<file path="config.mk">
export PLATFORM = sky130hd
export DESIGN_NAME = sound_bus_arbiter
export DESIGN_NICKNAME = d
export VERILOG_FILES = /design/src/design/md_pkg.sv /design/src/design/sound_bus_arbiter.sv
export VERILOG_INCLUDE_DIRS = /design/src /design/src/design
export SDC_FILE = /design/constraint.sdc
export NUM_CORES = 1
export LEC_CHECK = 0
export BUFFER_PORTS_ARGS = -buffer_cell sky130_fd_sc_hd__buf_2
export CORE_ASPECT_RATIO = 1.5
export CORE_MARGIN = 4
export CORE_UTILIZATION = 25
export DETAILED_ROUTE_END_ITERATION = 10
export HOLD_SLACK_MARGIN = 0.12
export PLACE_DENSITY = 0.52
export SKIP_CTS_REPAIR_TIMING = 1
export SLEW_MARGIN = 20
export SYNTH_ARGS = -nofsm -noshare
export SYNTH_HDL_FRONTEND = slang
export SYNTH_SLANG_ARGS = --single-unit
</file>
<file path="constraint.sdc">
create_clock -name MCLK -period 9.01 [get_ports MCLK]
set_input_delay 2.2525 -clock MCLK [delete_from_list [all_inputs] [get_ports MCLK]]
set_output_delay 2.2525 -clock MCLK [all_outputs]
set_load 0.01 [all_outputs]
</file>
<file path="src/design/md_params.svh">
/* Console bus core parameters
   Address map widths, register widths and reset values */

`ifndef MD_PARAMS_SVH
`define MD_PARAMS_SVH

// Main bus word address, byte address bits 23:1
`define MD_MAIN_AW 23

// 64 KB work RAM as 32K words
`define MD_WRAM_AW 15

// 8 KB sound RAM, byte addressed
`define MD_SRAM_AW 13

// Sound bus byte address, 0000-7FFF
`define MD_ZBUS_AW 15

// Sound CPU bank register, main address bits 23:15
`define MD_BAR_W 9

// Open bus word seen before any host read completes
`define MD_OPEN_BUS_INIT 16'h4E71

// Byte returned when nothing on the sound bus answers
`define MD_NO_DATA_BYTE 8'hFF

`endif

</file>
<file path="src/design/md_pkg.sv">
/* Console bus core types
   Request structs for the host port, the sound CPU port and the sound bus */

`include "md_params.svh"

package md_pkg;

	typedef logic [15:0] word_t;
	typedef logic [7:0]  byte_t;

	// Host CPU access, 68000 style with byte lanes
	typedef struct packed {
		logic [`MD_MAIN_AW-1:0] addr;
		word_t                  wdata;
		logic                   rnw;
		logic                   uds;
		logic                   lds;
	} main_req_t;

	// Sound CPU access, Z80 style byte bus
	typedef struct packed {
		logic [15:0] addr;
		byte_t       wdata;
		logic        rnw;
	} sub_req_t;

	// One access on the sound bus
	typedef struct packed {
		logic [`MD_ZBUS_AW-1:0] addr;
		byte_t                  wdata;
		logic                   we;
	} zbus_req_t;

endpackage

</file>
<file path="src/design/sound_bus_arbiter.sv">
/* Sound bus arbiter
   Shares the sound RAM and bank register between the main window and the sound CPU */

`timescale 1ns/100ps
`include "md_params.svh"

module sound_bus_arbiter (
	input  logic                   MCLK,
	input  logic                   reset,

	input  md_pkg::zbus_req_t      win_req,
	input  logic                   win_valid,
	output md_pkg::byte_t          win_rdata,
	output logic                   win_done,

	input  md_pkg::sub_req_t       sub_req,
	input  logic                   sub_valid,
	output md_pkg::byte_t          sub_rdata,
	output logic                   sub_done,

	input  logic                   busreq,
	input  logic                   z80_reset_n,
	output logic [`MD_BAR_W-1:0]   bar,

	output logic [`MD_SRAM_AW-1:0] sram_addr,
	output md_pkg::byte_t          sram_wdata,
	output logic                   sram_we,
	input  md_pkg::byte_t          sram_rdata
);

	typedef enum logic [1:0] {
		st_idle,
		st_read,
		st_finish
	} state_t;

	state_t                 state;
	logic                   src_win;
	logic [`MD_ZBUS_AW-1:0] zaddr;
	md_pkg::byte_t          zwdata;
	logic                   zwe;

	logic                   bus_free;
	logic                   sram_sel;
	logic                   bank_sel;
	md_pkg::byte_t          zdi;

	// Main side owns the bus only with the sound CPU held off and out of reset
	assign bus_free = busreq && z80_reset_n;

	// 0000-3FFF RAM with 8 KB mirror, 6000-60FF bank register
	assign sram_sel = !zaddr[14];
	assign bank_sel = zaddr[14:8] == 7'h60;
	assign zdi      = sram_sel ? sram_rdata : `MD_NO_DATA_BYTE;

	assign sram_addr  = zaddr[`MD_SRAM_AW-1:0];
	assign sram_wdata = zwdata;
	assign sram_we    = (state == st_read) && zwe && sram_sel;

	// -------------------------------------------------------------------------
	// Three-state access sequence
	// -------------------------------------------------------------------------
	always_ff @(posedge MCLK) begin
		if (reset) begin
			state    <= st_idle;
			src_win  <= 1'b0;
			win_done <= 1'b0;
			sub_done <= 1'b0;
			bar      <= '0;
		end else begin
			case (state)
				st_idle: begin
					if (win_valid) begin
						src_win <= 1'b1;
						state   <= st_read;
					end else if (sub_valid) begin
						src_win <= 1'b0;
						state   <= st_read;
					end
				end
				st_read: begin
					// Serial load, one bit per write into the MSB
					if (bank_sel && zwe) begin
						bar <= {zwdata[0], bar[`MD_BAR_W-1:1]};
					end
					state <= st_finish;
				end
				st_finish: begin
					if (src_win) begin
						if (!win_done) begin
							win_done <= 1'b1;
						end else if (!win_valid) begin
							win_done <= 1'b0;
							state    <= st_idle;
						end
					end else begin
						if (!sub_done) begin
							sub_done <= 1'b1;
						end else if (!sub_valid) begin
							sub_done <= 1'b0;
							state    <= st_idle;
						end
					end
				end
				default: state <= st_idle;
			endcase
		end
	end

	// Request latch and read data
	always_ff @(posedge MCLK) begin
		case (state)
			st_idle: begin
				if (win_valid) begin
					zaddr  <= win_req.addr;
					zwdata <= win_req.wdata;
					// Window writes are dropped while the bus is not free
					zwe    <= win_req.we && bus_free;
				end else if (sub_valid) begin
					zaddr  <= sub_req.addr[`MD_ZBUS_AW-1:0];
					zwdata <= sub_req.wdata;
					zwe    <= !sub_req.rnw;
				end
			end
			st_finish: begin
				if (src_win && !win_done) begin
					win_rdata <= bus_free ? zdi : `MD_NO_DATA_BYTE;
				end else if (!src_win && !sub_done) begin
					sub_rdata <= zdi;
				end
			end
			default: ;
		endcase
	end

endmodule

</file>
* After elaboration in Yosys (flattened, before gate mapping)
Cells that the tools add are included.
** Word-level totals
- Input bits :: 63
- Bits in registers :: 54
- Output and inout bits :: 49
** Operators by class
- Eq/ne operators :: 8
- Bitwise gates (word level) :: 2
- Reduce and logical (&&, ||, !) cells :: 21
- Mux-type cells :: 21
** Operator list (number)
- 15-bit two-way mux :: 2
- 8-bit two-way mux :: 3
- 3-bit != test, second input constant :: 5
- 2-bit two-way mux :: 7
- 2-bit AND reduction :: 5
- 1-bit two-way mux :: 8
- 7-bit == test, second input constant :: 1
- 1-bit logical AND :: 7
- 2-bit one-hot mux with 3 select lines :: 1
- 1-bit zero test :: 5
- 5-bit AND reduction :: 1
- 3-bit AND reduction :: 1
- 2-bit by 1-bit == test with 1-bit output, second input constant :: 1
- 2-bit == test, second input constant :: 1
- 2-bit zero test :: 1
- 1-bit NOT :: 2
- 2-bit nonzero test :: 1

* Logic depth before layout (Yosys ltp)
- Depth after elaboration :: 4
- Depth in mapped cells :: 4

* Least setup slack after synthesis
OpenSTA, ideal clock, no wires.
- Path kind :: input to register
- Start :: input port win_valid
- End :: register zwdata[0], in the netlist sram_wdata[0], enable pin
- Required time :: 8575 ps
- Stages on the path :: 4
- Arrival time :: 4347 ps
- Slack :: 4228 ps
- Buffers on the path :: 2
- Cell sequence :: buf_2 buf_4 nor2_1 nor3_1
** On the way
- Longest elaborated chain between the ends :: 2
** RTL lines
- start: declaration :: RTL line sound_bus_arbiter.sv:12 : input logic win_valid,
- 2-bit nonzero test (no source line)
- 2-bit AND reduction (no source line)
- end signal: assignment :: RTL line sound_bus_arbiter.sv:116 : zwdata <= win_req.wdata;
- end signal: assignment :: RTL line sound_bus_arbiter.sv:121 : zwdata <= sub_req.wdata;
- end: declaration :: RTL line sound_bus_arbiter.sv:40 : md_pkg::byte_t zwdata;
Every way passes these cells.
A chain may end at the register's enable or synchronous reset.

* Worst setup path after layout
- Start :: register state[0]
- End :: output port sram_we
** On the way
- Longest elaborated chain between the ends :: 3
** RTL lines
- start: declaration :: RTL line sound_bus_arbiter.sv:37 : state_t state;
- start signal: assignment :: RTL line sound_bus_arbiter.sv:65 : state <= st_idle;
- start signal: assignment :: RTL line sound_bus_arbiter.sv:75 : state <= st_read;
- start signal: assignment :: RTL line sound_bus_arbiter.sv:78 : state <= st_read;
- 2-bit by 1-bit == test with 1-bit output :: RTL line sound_bus_arbiter.sv:58 : assign sram_we = (state == st_read) && zwe && sram_sel;
- 1-bit logical AND (2 in a row) :: RTL line sound_bus_arbiter.sv:58
- end: declaration :: RTL line sound_bus_arbiter.sv:27 : output logic sram_we,
Every way passes these cells.

==> results.cfg <==
[setup_path]
crit_slowest_cell = dfxtp_1
worst_ep_required_time_ns = 6.76
crit_chain = nand3b_1 -> nor2_1 -> buf_2
path_class = flip-flop to output pin
crit_path_max_incr_delay_ns = 0.46
crit_fanout = 8
endpoint_kind = output pin
worstPathArrival_ns = 1.20
start_kind = flip-flop

[placement]
hpwl_um = 3730
io_buffers = 110
place_congestion = 0.688

[floorplan]
ioPinCount = 112
dieArea_um2 = 10900
rows = 42
die_h_um = 126
start_util_pct = 25.8
core_area_um2 = 8930
die_w_um = 86.4

[pwr]
ir_drop_uv = 82.9
powerDensity_nw_per_um2 = 184
p_leak_uw = 0.00130

[synthesis]
ys_seq_area_share_pct = 64.2
syn_inst = 160
synth_warnings = 0
yosysTopAreaCellShare_pct = 52.1
syn-num-nets = 223
ys.flop_type = edfxtp_1
yosysUniqueCellTypes = 24
syn_avg_cell_area_um2 = 14.4
netlist_area_um2 = 2310
ys_top_cells_by_area = edfxtp_1 (52%), dfxtp_1 (12%), mux2_2 (11%)
synth-async-reset-ratio_pct = 0
synth-edff-count = 40
ys_seq_elements = 54
synth_top_area_cell = edfxtp_1

[grt]
grtUsageTotal_pct = 8.97
grt_pass1_wl_um = 7680
antenna_found_initial = 0
grt_overflow_total = 0
grt_max_degree = 30
grt_pass1_vias = 1575

[route]
drtPass1Iterations = 4
drtIter0Drc = 33
vias = 1552
ant_nets = 0
wl_um = 4890
viasPerCell = 4.18
wl_per_cell_um = 13.2
remaining_drc_errors = 0

[layout]
final_common_cell = buf_2
syn_to_final_growth_pct = 31.0
final_layout_size_suffix_gt1_share_pct = 61.3
final_nets = 323
final_core_util_pct = 33.8
nFillCells = 931
n_antenna_cell = 0
final_cell_mix = buf_2 (110), edfxtp_1 (40), mux2_2 (23)

[timing]
rsz0062_at_grt = false
period_needed_ns = 3.45
drv_slew = 0
fin_crit_sh_pct = 38.3
fmax_mhz = 290
clock_skew_ns = 0.00593
setup_tns_ns = 0
slew_headroom_pct = 49.2
worst_pin_slew_ns = 0.761
hold_violations = 0
final-setup-viol-count = 0

[cts]
htreeDepth = 2
clkTransAtPathRegs_ns = 0.07
clock_sinks = 54
cts_tree = built
cts_buffers = 5
cts_root_buf = clkbuf_16
clock_latency_ns = 0.29
clk_path_buf_depth = 2

[status]
status = finished clean

[job]
maxCapViolations = 0

[min_path]
hp-class = flip-flop to flip-flop
==> metal layers <==
metal / up-vias / share of wire (%) / track usage (%)
met5: - / 0 / 0
met4: 0 / 1.5 / 3.03
met3: 6 / 10 / 3.66
met2: 69 / 51 / 15.8
met1: 715 / 37 / 9.51
li1: 762 / - / -
==> state kept, by name, indices dropped and copies added (netlist names) <==
register	cells
zaddr	15
bar	9
sram_wdata	8
sub_rdata	8
win_rdata	8
state	2
src_win	1
sub_done	1
win_done	1
zwe	1
==> worst paths after layout <==
path	startpoint	to	slack [ns]	depth (start not counted)
worst max-delay path	state[0]	sram_we	5.56	3
worst min-delay path	bar[0]	bar[0]	0.49	2
worst max register to register	state[1]	sub_rdata[7]	7.20	2
worst min register to register	bar[0]	bar[0]	0.49	2
==> synthesized netlist by cell type (2+ instances only) <==
cell,instances
nor2b_1,2
buf_2,2
edfxtp_1,40
nand3b_1,4
dfxtp_1,14
nor2_1,5
a21oi_1,2
mux2_2,23
nor3_1,3
buf_4,14
mux2i_1,10
nand2_1,3
nand2b_1,11
nor3b_1,2
or2_2,16
==> cell families after synthesis <==
logic type,synth area share (%)
flops,64.2
buf+inv,5.80
compound gates,1.52
mux,15.6
simple gates,12.9
==> final cells by class <==
cell class                 instances  area [um2]  share of cell area [%]
tap                              110         138                    4.55
inverter                           1        3.75                   0.124
clock buffer                       5         125                    4.14
clock inverter                     3        20.0                   0.662
sequential                        54        1480                    49.0
timing repair buffer             111         558                    18.5
multi-input combinational         87         697                    23.1
==> critical path, delay by kind of cell, from the launching register on <==
family / cells / cell delay (ns)
buffers and inverters: 1 / 0.15
DFF: 1 / 0.46
and+or+nand+nor: 2 / 0.29
==> where the power goes <==
part           internal [uW]  switching [uW]
registers                290            8.50
clock network            103            87.8
logic                   34.3            33.8
total                    427             130
==> stage by stage <==
| step | hold WS, ns | setup slack (ns) | cells | area [um2] | power (uW) |
|---|---|---|---|---|---|
| after CTS | 0.488 | 5.54 | 371 | 3020 | 569 |
| after detailed placement | 0.477 | 5.23 | 363 | 2880 | 375 |
| after global placement | 0.466 | 5.24 | 363 | 2880 | 374 |
| final | 0.486 | 5.56 | 371 | 3020 | 558 |
| after global routing | 0.537 | 5.44 | 371 | 3020 | 585 |
| after floorplan | 0.497 | 4.23 | 160 | 2310 | 347 |
(Power assumes the default switching activity.)
