==> src/design/md_params.svh <==
/* Console bus core parameters
   Address map widths, register widths and reset values */

`ifndef MD_PARAMS_SVH
`define MD_PARAMS_SVH

// Main bus word address, byte address bits 23:1
`define MD_MAIN_AW 23

// 64 KB work RAM as 32K words
`define MD_WRAM_AW 15

// 8 KB sound RAM, byte addressed
`define MD_SRAM_AW 13

// Sound bus byte address, 0000-7FFF
`define MD_ZBUS_AW 15

// Sound CPU bank register, main address bits 23:15
`define MD_BAR_W 9

// Open bus word seen before any host read completes
`define MD_OPEN_BUS_INIT 16'h4E71

// Byte returned when nothing on the sound bus answers
`define MD_NO_DATA_BYTE 8'hFF

`endif

==> src/design/md_pkg.sv <==
/* Console bus core types
   Request structs for the host port, the sound CPU port and the sound bus */

`include "md_params.svh"

package md_pkg;

	typedef logic [15:0] word_t;
	typedef logic [7:0]  byte_t;

	// Host CPU access, 68000 style with byte lanes
	typedef struct packed {
		logic [`MD_MAIN_AW-1:0] addr;
		word_t                  wdata;
		logic                   rnw;
		logic                   uds;
		logic                   lds;
	} main_req_t;

	// Sound CPU access, Z80 style byte bus
	typedef struct packed {
		logic [15:0] addr;
		byte_t       wdata;
		logic        rnw;
	} sub_req_t;

	// One access on the sound bus
	typedef struct packed {
		logic [`MD_ZBUS_AW-1:0] addr;
		byte_t                  wdata;
		logic                   we;
	} zbus_req_t;

endpackage

==> src/design/main_bus_arbiter.sv <==
/* Main bus arbiter
   Serves host and sound CPU requests over ROM, work RAM, control and sound window */

`timescale 1ns/100ps
`include "md_params.svh"

module main_bus_arbiter (
	input  logic                   MCLK,
	input  logic                   reset,

	input  md_pkg::main_req_t      main_req,
	input  logic                   main_valid,
	output md_pkg::word_t          main_rdata,
	output logic                   main_done,

	input  md_pkg::sub_req_t       sub_req,
	input  logic                   sub_valid,
	output md_pkg::byte_t          sub_rdata,
	output logic                   sub_done,

	input  logic [`MD_BAR_W-1:0]   bar,

	output logic [`MD_WRAM_AW-1:0] wram_addr,
	output md_pkg::word_t          wram_wdata,
	output logic                   wram_we_hi,
	output logic                   wram_we_lo,
	input  md_pkg::word_t          wram_rdata,

	output md_pkg::zbus_req_t      zbus_req,
	output logic                   zbus_valid,
	input  md_pkg::byte_t          zbus_rdata,
	input  logic                   zbus_done,

	output logic                   busreq,
	output logic                   z80_reset_n,

	output logic [`MD_MAIN_AW-1:0] rom_addr,
	output logic                   rom_req,
	input  logic                   rom_ack,
	input  md_pkg::word_t          rom_data,
	output logic                   rom_we,
	output md_pkg::word_t          rom_wdata,
	output logic [1:0]             rom_be
);

	typedef enum logic [2:0] {
		st_idle,
		st_select,
		st_capture,
		st_rom,
		st_zbus,
		st_finish
	} state_t;

	state_t            state;
	logic              src_sub;
	logic              sub_a0;
	md_pkg::main_req_t mreq;
	md_pkg::word_t     data;
	md_pkg::word_t     open_bus;

	logic              is_rom;
	logic              is_zbus;
	logic              is_ctrl;
	logic              is_wram;
	logic              ctrl_busreq;
	logic              ctrl_reset;
	logic              ctrl_bit;
	md_pkg::word_t     ctrl_do;
	logic              host_read;

	// -------------------------------------------------------------------------
	// Address decode of the latched request
	// -------------------------------------------------------------------------
	assign is_rom  = mreq.addr[22:19] < 4'hA;
	assign is_zbus = mreq.addr[22:15] == 8'hA0;
	assign is_ctrl = (mreq.addr[22:11] == 12'hA11) && (mreq.addr[6:0] == 7'd0);
	assign is_wram = &mreq.addr[22:20];

	// A11100 bus request, A11200 sound CPU reset
	assign ctrl_busreq = is_ctrl && (mreq.addr[10:7] == 4'h1);
	assign ctrl_reset  = is_ctrl && (mreq.addr[10:7] == 4'h2);

	// Grant follows the request at once, so not-granted is ~busreq
	assign ctrl_bit = ctrl_busreq ? ~busreq : (ctrl_reset ? ~z80_reset_n : open_bus[8]);
	assign ctrl_do  = {open_bus[15:9], ctrl_bit, open_bus[7:0]};

	assign host_read = !src_sub && mreq.rnw;

	// Work RAM lanes strobe during the select cycle
	assign wram_addr  = mreq.addr[`MD_WRAM_AW-1:0];
	assign wram_wdata = mreq.wdata;
	assign wram_we_hi = (state == st_select) && is_wram && !mreq.rnw && mreq.uds;
	assign wram_we_lo = (state == st_select) && is_wram && !mreq.rnw && mreq.lds;

	assign rom_addr  = mreq.addr;
	assign rom_wdata = mreq.wdata;
	assign rom_be    = {mreq.uds, mreq.lds};

	// Sound window picks the upper byte when the upper lane is on
	assign zbus_req.addr  = {mreq.addr[13:0], ~mreq.uds};
	assign zbus_req.wdata = mreq.uds ? mreq.wdata[15:8] : mreq.wdata[7:0];
	assign zbus_req.we    = !mreq.rnw;

	// -------------------------------------------------------------------------
	// Bus FSM, control registers and open bus
	// -------------------------------------------------------------------------
	always_ff @(posedge MCLK) begin
		if (reset) begin
			state       <= st_idle;
			src_sub     <= 1'b0;
			main_done   <= 1'b0;
			sub_done    <= 1'b0;
			zbus_valid  <= 1'b0;
			rom_req     <= 1'b0;
			rom_we      <= 1'b0;
			busreq      <= 1'b0;
			z80_reset_n <= 1'b0;
			open_bus    <= `MD_OPEN_BUS_INIT;
		end else begin
			case (state)
				st_idle: begin
					// Host port wins a tie
					if (main_valid) begin
						src_sub <= 1'b0;
						state   <= st_select;
					end else if (sub_valid) begin
						src_sub <= 1'b1;
						state   <= st_select;
					end
				end
				st_select: begin
					if (is_rom) begin
						rom_req <= ~rom_ack;
						rom_we  <= !mreq.rnw;
						state   <= st_rom;
					end else if (is_zbus) begin
						zbus_valid <= 1'b1;
						state      <= st_zbus;
					end else begin
						if (is_ctrl && !mreq.rnw && mreq.uds) begin
							if (ctrl_busreq) begin
								busreq <= mreq.wdata[8];
							end
							if (ctrl_reset) begin
								z80_reset_n <= mreq.wdata[8];
							end
						end
						state <= st_capture;
					end
				end
				st_capture: begin
					if (is_wram && host_read) begin
						open_bus <= wram_rdata;
					end
					state <= st_finish;
				end
				st_rom: begin
					// Toggle matched, ROM access complete
					if (rom_req == rom_ack) begin
						if (host_read) begin
							open_bus <= rom_data;
						end
						state <= st_finish;
					end
				end
				st_zbus: begin
					if (zbus_done) begin
						zbus_valid <= 1'b0;
						state      <= st_finish;
					end
				end
				st_finish: begin
					// Hold done until the source drops its request
					if (!src_sub) begin
						if (!main_done) begin
							main_done <= 1'b1;
						end else if (!main_valid) begin
							main_done <= 1'b0;
							state     <= st_idle;
						end
					end else begin
						if (!sub_done) begin
							sub_done <= 1'b1;
						end else if (!sub_valid) begin
							sub_done <= 1'b0;
							state    <= st_idle;
						end
					end
				end
				default: state <= st_idle;
			endcase
		end
	end

	// Request latch and read data path
	always_ff @(posedge MCLK) begin
		case (state)
			st_idle: begin
				if (main_valid) begin
					mreq <= main_req;
				end else if (sub_valid) begin
					// Upper 32 KB window placed by the bank register
					mreq.addr  <= {bar, sub_req.addr[14:1]};
					mreq.wdata <= {sub_req.wdata, sub_req.wdata};
					mreq.rnw   <= sub_req.rnw;
					mreq.uds   <= ~sub_req.addr[0];
					mreq.lds   <= sub_req.addr[0];
					sub_a0     <= sub_req.addr[0];
				end
			end
			st_capture: begin
				data <= is_wram ? wram_rdata : (is_ctrl ? ctrl_do : open_bus);
			end
			st_rom: begin
				if (rom_req == rom_ack) begin
					data <= rom_data;
				end
			end
			st_zbus: begin
				if (zbus_done) begin
					data <= {zbus_rdata, zbus_rdata};
				end
			end
			st_finish: begin
				if (!src_sub) begin
					main_rdata <= data;
				end else begin
					sub_rdata <= sub_a0 ? data[7:0] : data[15:8];
				end
			end
			default: ;
		endcase
	end

endmodule

==> config.mk <==
export PLATFORM = sky130hd
export DESIGN_NAME = main_bus_arbiter
export DESIGN_NICKNAME = d
export VERILOG_FILES = /design/src/design/md_pkg.sv /design/src/design/main_bus_arbiter.sv
export VERILOG_INCLUDE_DIRS = /design/src /design/src/design
export SDC_FILE = /design/constraint.sdc
export NUM_CORES = 1
export LEC_CHECK = 0
export BUFFER_PORTS_ARGS = -buffer_cell sky130_fd_sc_hd__buf_2
export CORE_ASPECT_RATIO = 0.6
export CORE_MARGIN = 3
export CORE_UTILIZATION = 25
export DETAILED_ROUTE_END_ITERATION = 10
export HOLD_SLACK_MARGIN = 0.15
export PLACE_DENSITY_LB_ADDON = 0.15
export SETUP_SLACK_MARGIN = 0.05
export SLEW_MARGIN = 5
export SYNTH_ARGS = -nofsm -noshare
export SYNTH_HDL_FRONTEND = slang
export SYNTH_SLANG_ARGS = --single-unit
==> constraint.sdc <==
create_clock -name MCLK -period 2.9 [get_ports MCLK]
set_input_delay 0.435 -clock MCLK [delete_from_list [all_inputs] [get_ports MCLK]]
set_output_delay 0.435 -clock MCLK [all_outputs]
set_load 0.02 [all_outputs]
* Word level (Yosys, flattened, before mapping)
Cells that the tools add are included.
Widths: inputs -> output; s select.
** Cells by class
- $lt $le $gt $ge :: 1
- Equality and inequality tests :: 21
- Muxes and demuxes :: 37
- Bitwise gates (word level) :: 9
- Reduce and logical (&&, ||, !) cells :: 31
** Operators by type and width (number)
- $mux 16 :: 6
- $mux 42 :: 2
- $pmux 16 s3 :: 1
- $mux 3 :: 11
- $pmux 16 s2 :: 1
- $pmux 3 s6 :: 1
- $mux 8 :: 2
- $ne 3x3->1 const B :: 5
- $eq 12x12->1 const B :: 1
- $ne 2x2->1 const B :: 6
- $logic_and 1x1->1 :: 11
- $mux 1 :: 11
- $reduce_and 5->1 :: 2
- $mux 9 :: 1
- $not 1->1 :: 9
- $reduce_and 3->1 :: 3
- $eq 8x8->1 const B :: 1
- $reduce_and 2->1 :: 4
- $reduce_and 4->1 :: 2
- $logic_not 7->1 :: 1
- $reduce_and 7->1 :: 1
- $eq 3x2->1 const B :: 2
- $eq 3x3->1 const B :: 2
- $reduce_bool 2->1 :: 3
- 9 further kinds :: 10
** Storage, ports and cells
- Flip-flop bits (word level) :: 110
- Output and inout port bits :: 129
- Word-level logic and storage cells :: 118

* Depth between registers and ports, before layout
- Depth after elaboration :: 8
- Depth in mapped cells :: 8

* Worst setup path before layout
Ideal clock, no wire load.
- Kind :: register to register
- From :: register state[1]
- To :: register data[0], enable pin
- Setup time :: 414 ps
- Arrival :: 2117 ps
- Required time :: 2486 ps
- Path slack :: 369 ps
- Cell stages (with the launch flop) :: 6
- Path through :: dfxtp_1 buf_6 and3b_1 buf_6 a2bb2oi_4 a21boi_0
** Between the ends
- Word-level cells in the longest chain between the ends :: 3
** Ends and longest elaborated chain
- start, declared :: line main_bus_arbiter.sv:55 : state_t state;
- start signal, assigned :: line main_bus_arbiter.sv:110 : state <= st_idle;
- start signal, assigned :: line main_bus_arbiter.sv:126 : state <= st_select;
- start signal, assigned :: line main_bus_arbiter.sv:129 : state <= st_select;
- $eq 3x2->1 / $eq 3x3->1 (equally long branches) :: line main_bus_arbiter.sv:198 : case (state)
- $ne 2x2->1 (no source line) / $reduce_bool 3->1 (equally long branches)
- $reduce_and 3->1 (no source line) (*)
- end signal, assigned :: line main_bus_arbiter.sv:213 : data <= is_wram ? wram_rdata : (is_ctrl ? ctrl_do : open_bus);
- end signal, assigned :: line main_bus_arbiter.sv:217 : data <= rom_data;
- end signal, assigned :: line main_bus_arbiter.sv:222 : data <= {zbus_rdata, zbus_rdata};
- end, declared :: line main_bus_arbiter.sv:59 : md_pkg::word_t data;
Every way passes the cells marked *; elsewhere a longest branch is shown, timed or not.
A chain may end at the register's enable or synchronous reset.

* Worst setup path in the final report
- From :: register state[0]
- To :: output wram_we_lo
** Between the ends
- Word-level cells in the longest chain between the ends :: 4
** Ends and longest elaborated chain
- $eq 3x1->1 :: line main_bus_arbiter.sv:94 : assign wram_we_lo = (state == st_select) && is_wram && !mreq.rnw && mreq.lds;
- $logic_and 1x1->1 (3 in series) :: line main_bus_arbiter.sv:94
- end, declared :: line main_bus_arbiter.sv:26 : output logic wram_we_lo,
No other way between the ends.

==> summary.md <==
| Metric | Value |
|---|---|
| Status | `complete, no violations` |
| CP Capture Type | `primary output` |
| Fin worst setup slack | `0.515 ns` |
| Total track usage | `~13%` |
| DP Wirelength | `between 10000 and 15000 µm` |
| Library cells used by synthesis | `50` |
| Post-route ant nets | `0` |
| Final hold vios | `0` |
| MaxCap Viol Count | `0` |
| Initial drt markers | `207` |
| RSZ-0062 raised after global routing | `no` |
| Post-synth ARST share | `0%` |
| Share of cells above drive strength 1 | `49.8%` |
| Routed wire per std cell | `17.0 µm` |
| YS warnings | `0` |
| Area growth syn-to-layout | `21.4%` |
| Root Buffer | `clkbuf_16` |
| Setup WS pre-CTS | `a little over 0.7 ns` |
| I/O pin total | `251` |
| Antenna violations before repair | `4` |
| Share of the synthesized area in the top cell type | `43.6%` |
| Final net count | `773` |
| Clock sinks | `110` |
| Die area | `24800 µm²` |
| CP Max Fanout | `12` |
| Crit start category | `flop` |
| Top FF cell, synth | `edfxtp_1` |
| Slew at the pin closest to its max-slew limit | `0.708 ns` |
| Initial Util | `25.7%` |
| Vert. Die Dim | `between 100 and 150 µm` |
| Max Slew Vio Count | `0` |
| Period utilization | `82.2%` |
| Area leader, netlist | `edfxtp_1` |
| Post-Route WL | `around 16000 µm` |
| First-pass GRT wire length | `24400 µm` |
| Synth Register Bits | `110` |
| Tmin final | `2.39 ns` |
| Largest net degree at the start of global routing | `55` |
| Vias | `4185` |
| Synth Cell Area | `5710 µm²` |
| Via/cell ratio | `approximately 4.3` |
| Post-Syn Area per Cell | `around 12 µm²` |
| H-tree depth | `3` |
| Fin Setup TNS | `0 ns` |
| Pleak | `about 2.9 nW` |
| EDFF count, synth | `83` |
| Setup violators final | `0` |
| Gpl congestion | `a little under 0.8` |
| Clock Latency Late Sink | `~0.36 ns` |
| Worst min path class | `in -> reg` |
| WP data arrival | `just under 2 ns` |
| Num CTS Buffers | `9` |
| Hold buffers post-CTS | `0` |
| Critical Path RT | `2.47 ns` |
| Ranking of synthesized cells by area | `edfxtp_1 (44%), buf_4 (12%), dfxtp_1 (9.5%)` |
| Max-slew headroom | `a little over half` |
| VDD IR-drop max | `slightly below 0.3 mV` |
| Core area | `approximately 22000 µm²` |
| Core Rows | `42` |
| Post-Syn Nets | `just over 600` |
| Pwr dens | `747 nW/µm²` |
| IO buf count | `249` |
| Mapped Cells | `494` |
| Setup bufs post-CTS | `0` |
| Layout Utilization | `31.2%` |
| Most frequent cell after synthesis | `buf_4` |
| Drt drc | `0` |
| Drt first pass iters | `5` |
| Fin Clk Skew | `0.00886 ns` |
| Post-synth top cells | `buf_4 (89), edfxtp_1 (83), nand2_1 (82)` |
| Reg clk slew, reported paths | `around 0.08 ns` |
| Antenna Cells | `0` |
| CTS tree | `yes` |
| Congestion Overflow GR | `0` |
| Vias in the first global route | `4239` |
| Crit path kind | `reg -> out` |
| Horiz. Die Dim | `201 µm` |
| Seq/Total Area, Yosys | `about 53%` |
| Clock Path Buffers | `2` |
| Post-cts gate resize count | `0` |
| Fmax | `419 MHz` |
## worst max-delay path, cell delays in order (launching register included)
cell and delay (ns):
dfxtp_1 0.59, nor3b_2 0.32, and2_1 0.31, and3_1 0.20, buf_2 0.16
## layout by cell type (no fill, tap or decap), drive strengths merged, types with 11 or more instances in the layout
master  count
mux2i      17
buf       255
nand2b     11
mux2       41
dfxtp      27
o211ai     16
nor2       18
nand2      84
a21oi      15
edfxtp     83
## state kept, by name, summed over array words and instances (netlist names), 2 cells and up
signal / flops
rom_wdata: 16
data: 16
state: 3
sub_rdata: 8
rom_addr: 23
rom_be: 2
main_rdata: 16
open_bus: 16
## where the power goes
part	total (W)	switching (W)	internal [W]
logic	0.00158	0.00101	0.000567
clock network	0.00134	0.000644	0.000695
registers	0.00227	0.000222	0.00205
## per-layer routing
layer / GRT usage, % / vias to the layer above / wire length [µm]
li1: - / 2008 / -
met1: 17.9 / 1974 / 7750
met2: 19.0 / 172 / 7000
met3: 5.37 / 23 / 1420
met4: 3.09 / 8 / 216
met5: 0 / - / 35
## stage by stage
step	hold slack [ns]	std cells	instance area [µm²]	total power [W]
2_1_floorplan	0.420	494	5710	0.00363
3_3_place_gp	0.427	948	6620	0.00391
3_5_place_dp	0.435	948	6620	0.00392
4_1_cts	0.254	964	6940	0.00529
5_1_grt	0.266	964	6940	0.00547
6_report	0.283	964	6940	0.00519
## cells by family (layout without fill, tap and decap cells)
group,count (synthesis),after routing,share of synthesized area (%)
flip-flops,110,110,53.1
multiplexers,58,58,11.1
buffers and inverters,114,276,14.0
XOR/XNOR,1,1,0.153
AO/OA/AOI/OAI,67,67,9.09
AND/OR/NAND/NOR,144,144,12.6
## worst paths after layout
path,from,to,slack [ns],cells past startpoint
setup / recovery,state[0],wram_we_lo,0.51,4
setup reg to reg,state[2],data[8],0.72,5
hold reg to reg,data[15],main_rdata[15],0.45,0
hold / removal,rom_ack,rom_req,0.28,2
## final cells by class
type	instances	area, µm²
fillers	2301	15300
flip-flops and latches	110	3030
multi-input cells	270	1880
repair buffers	255	1300
well taps	308	385
clock buffers	9	225
clock inverters	7	88.8
inverters	5	18.8
No activity file was read; power rests on OpenSTA's default activity.
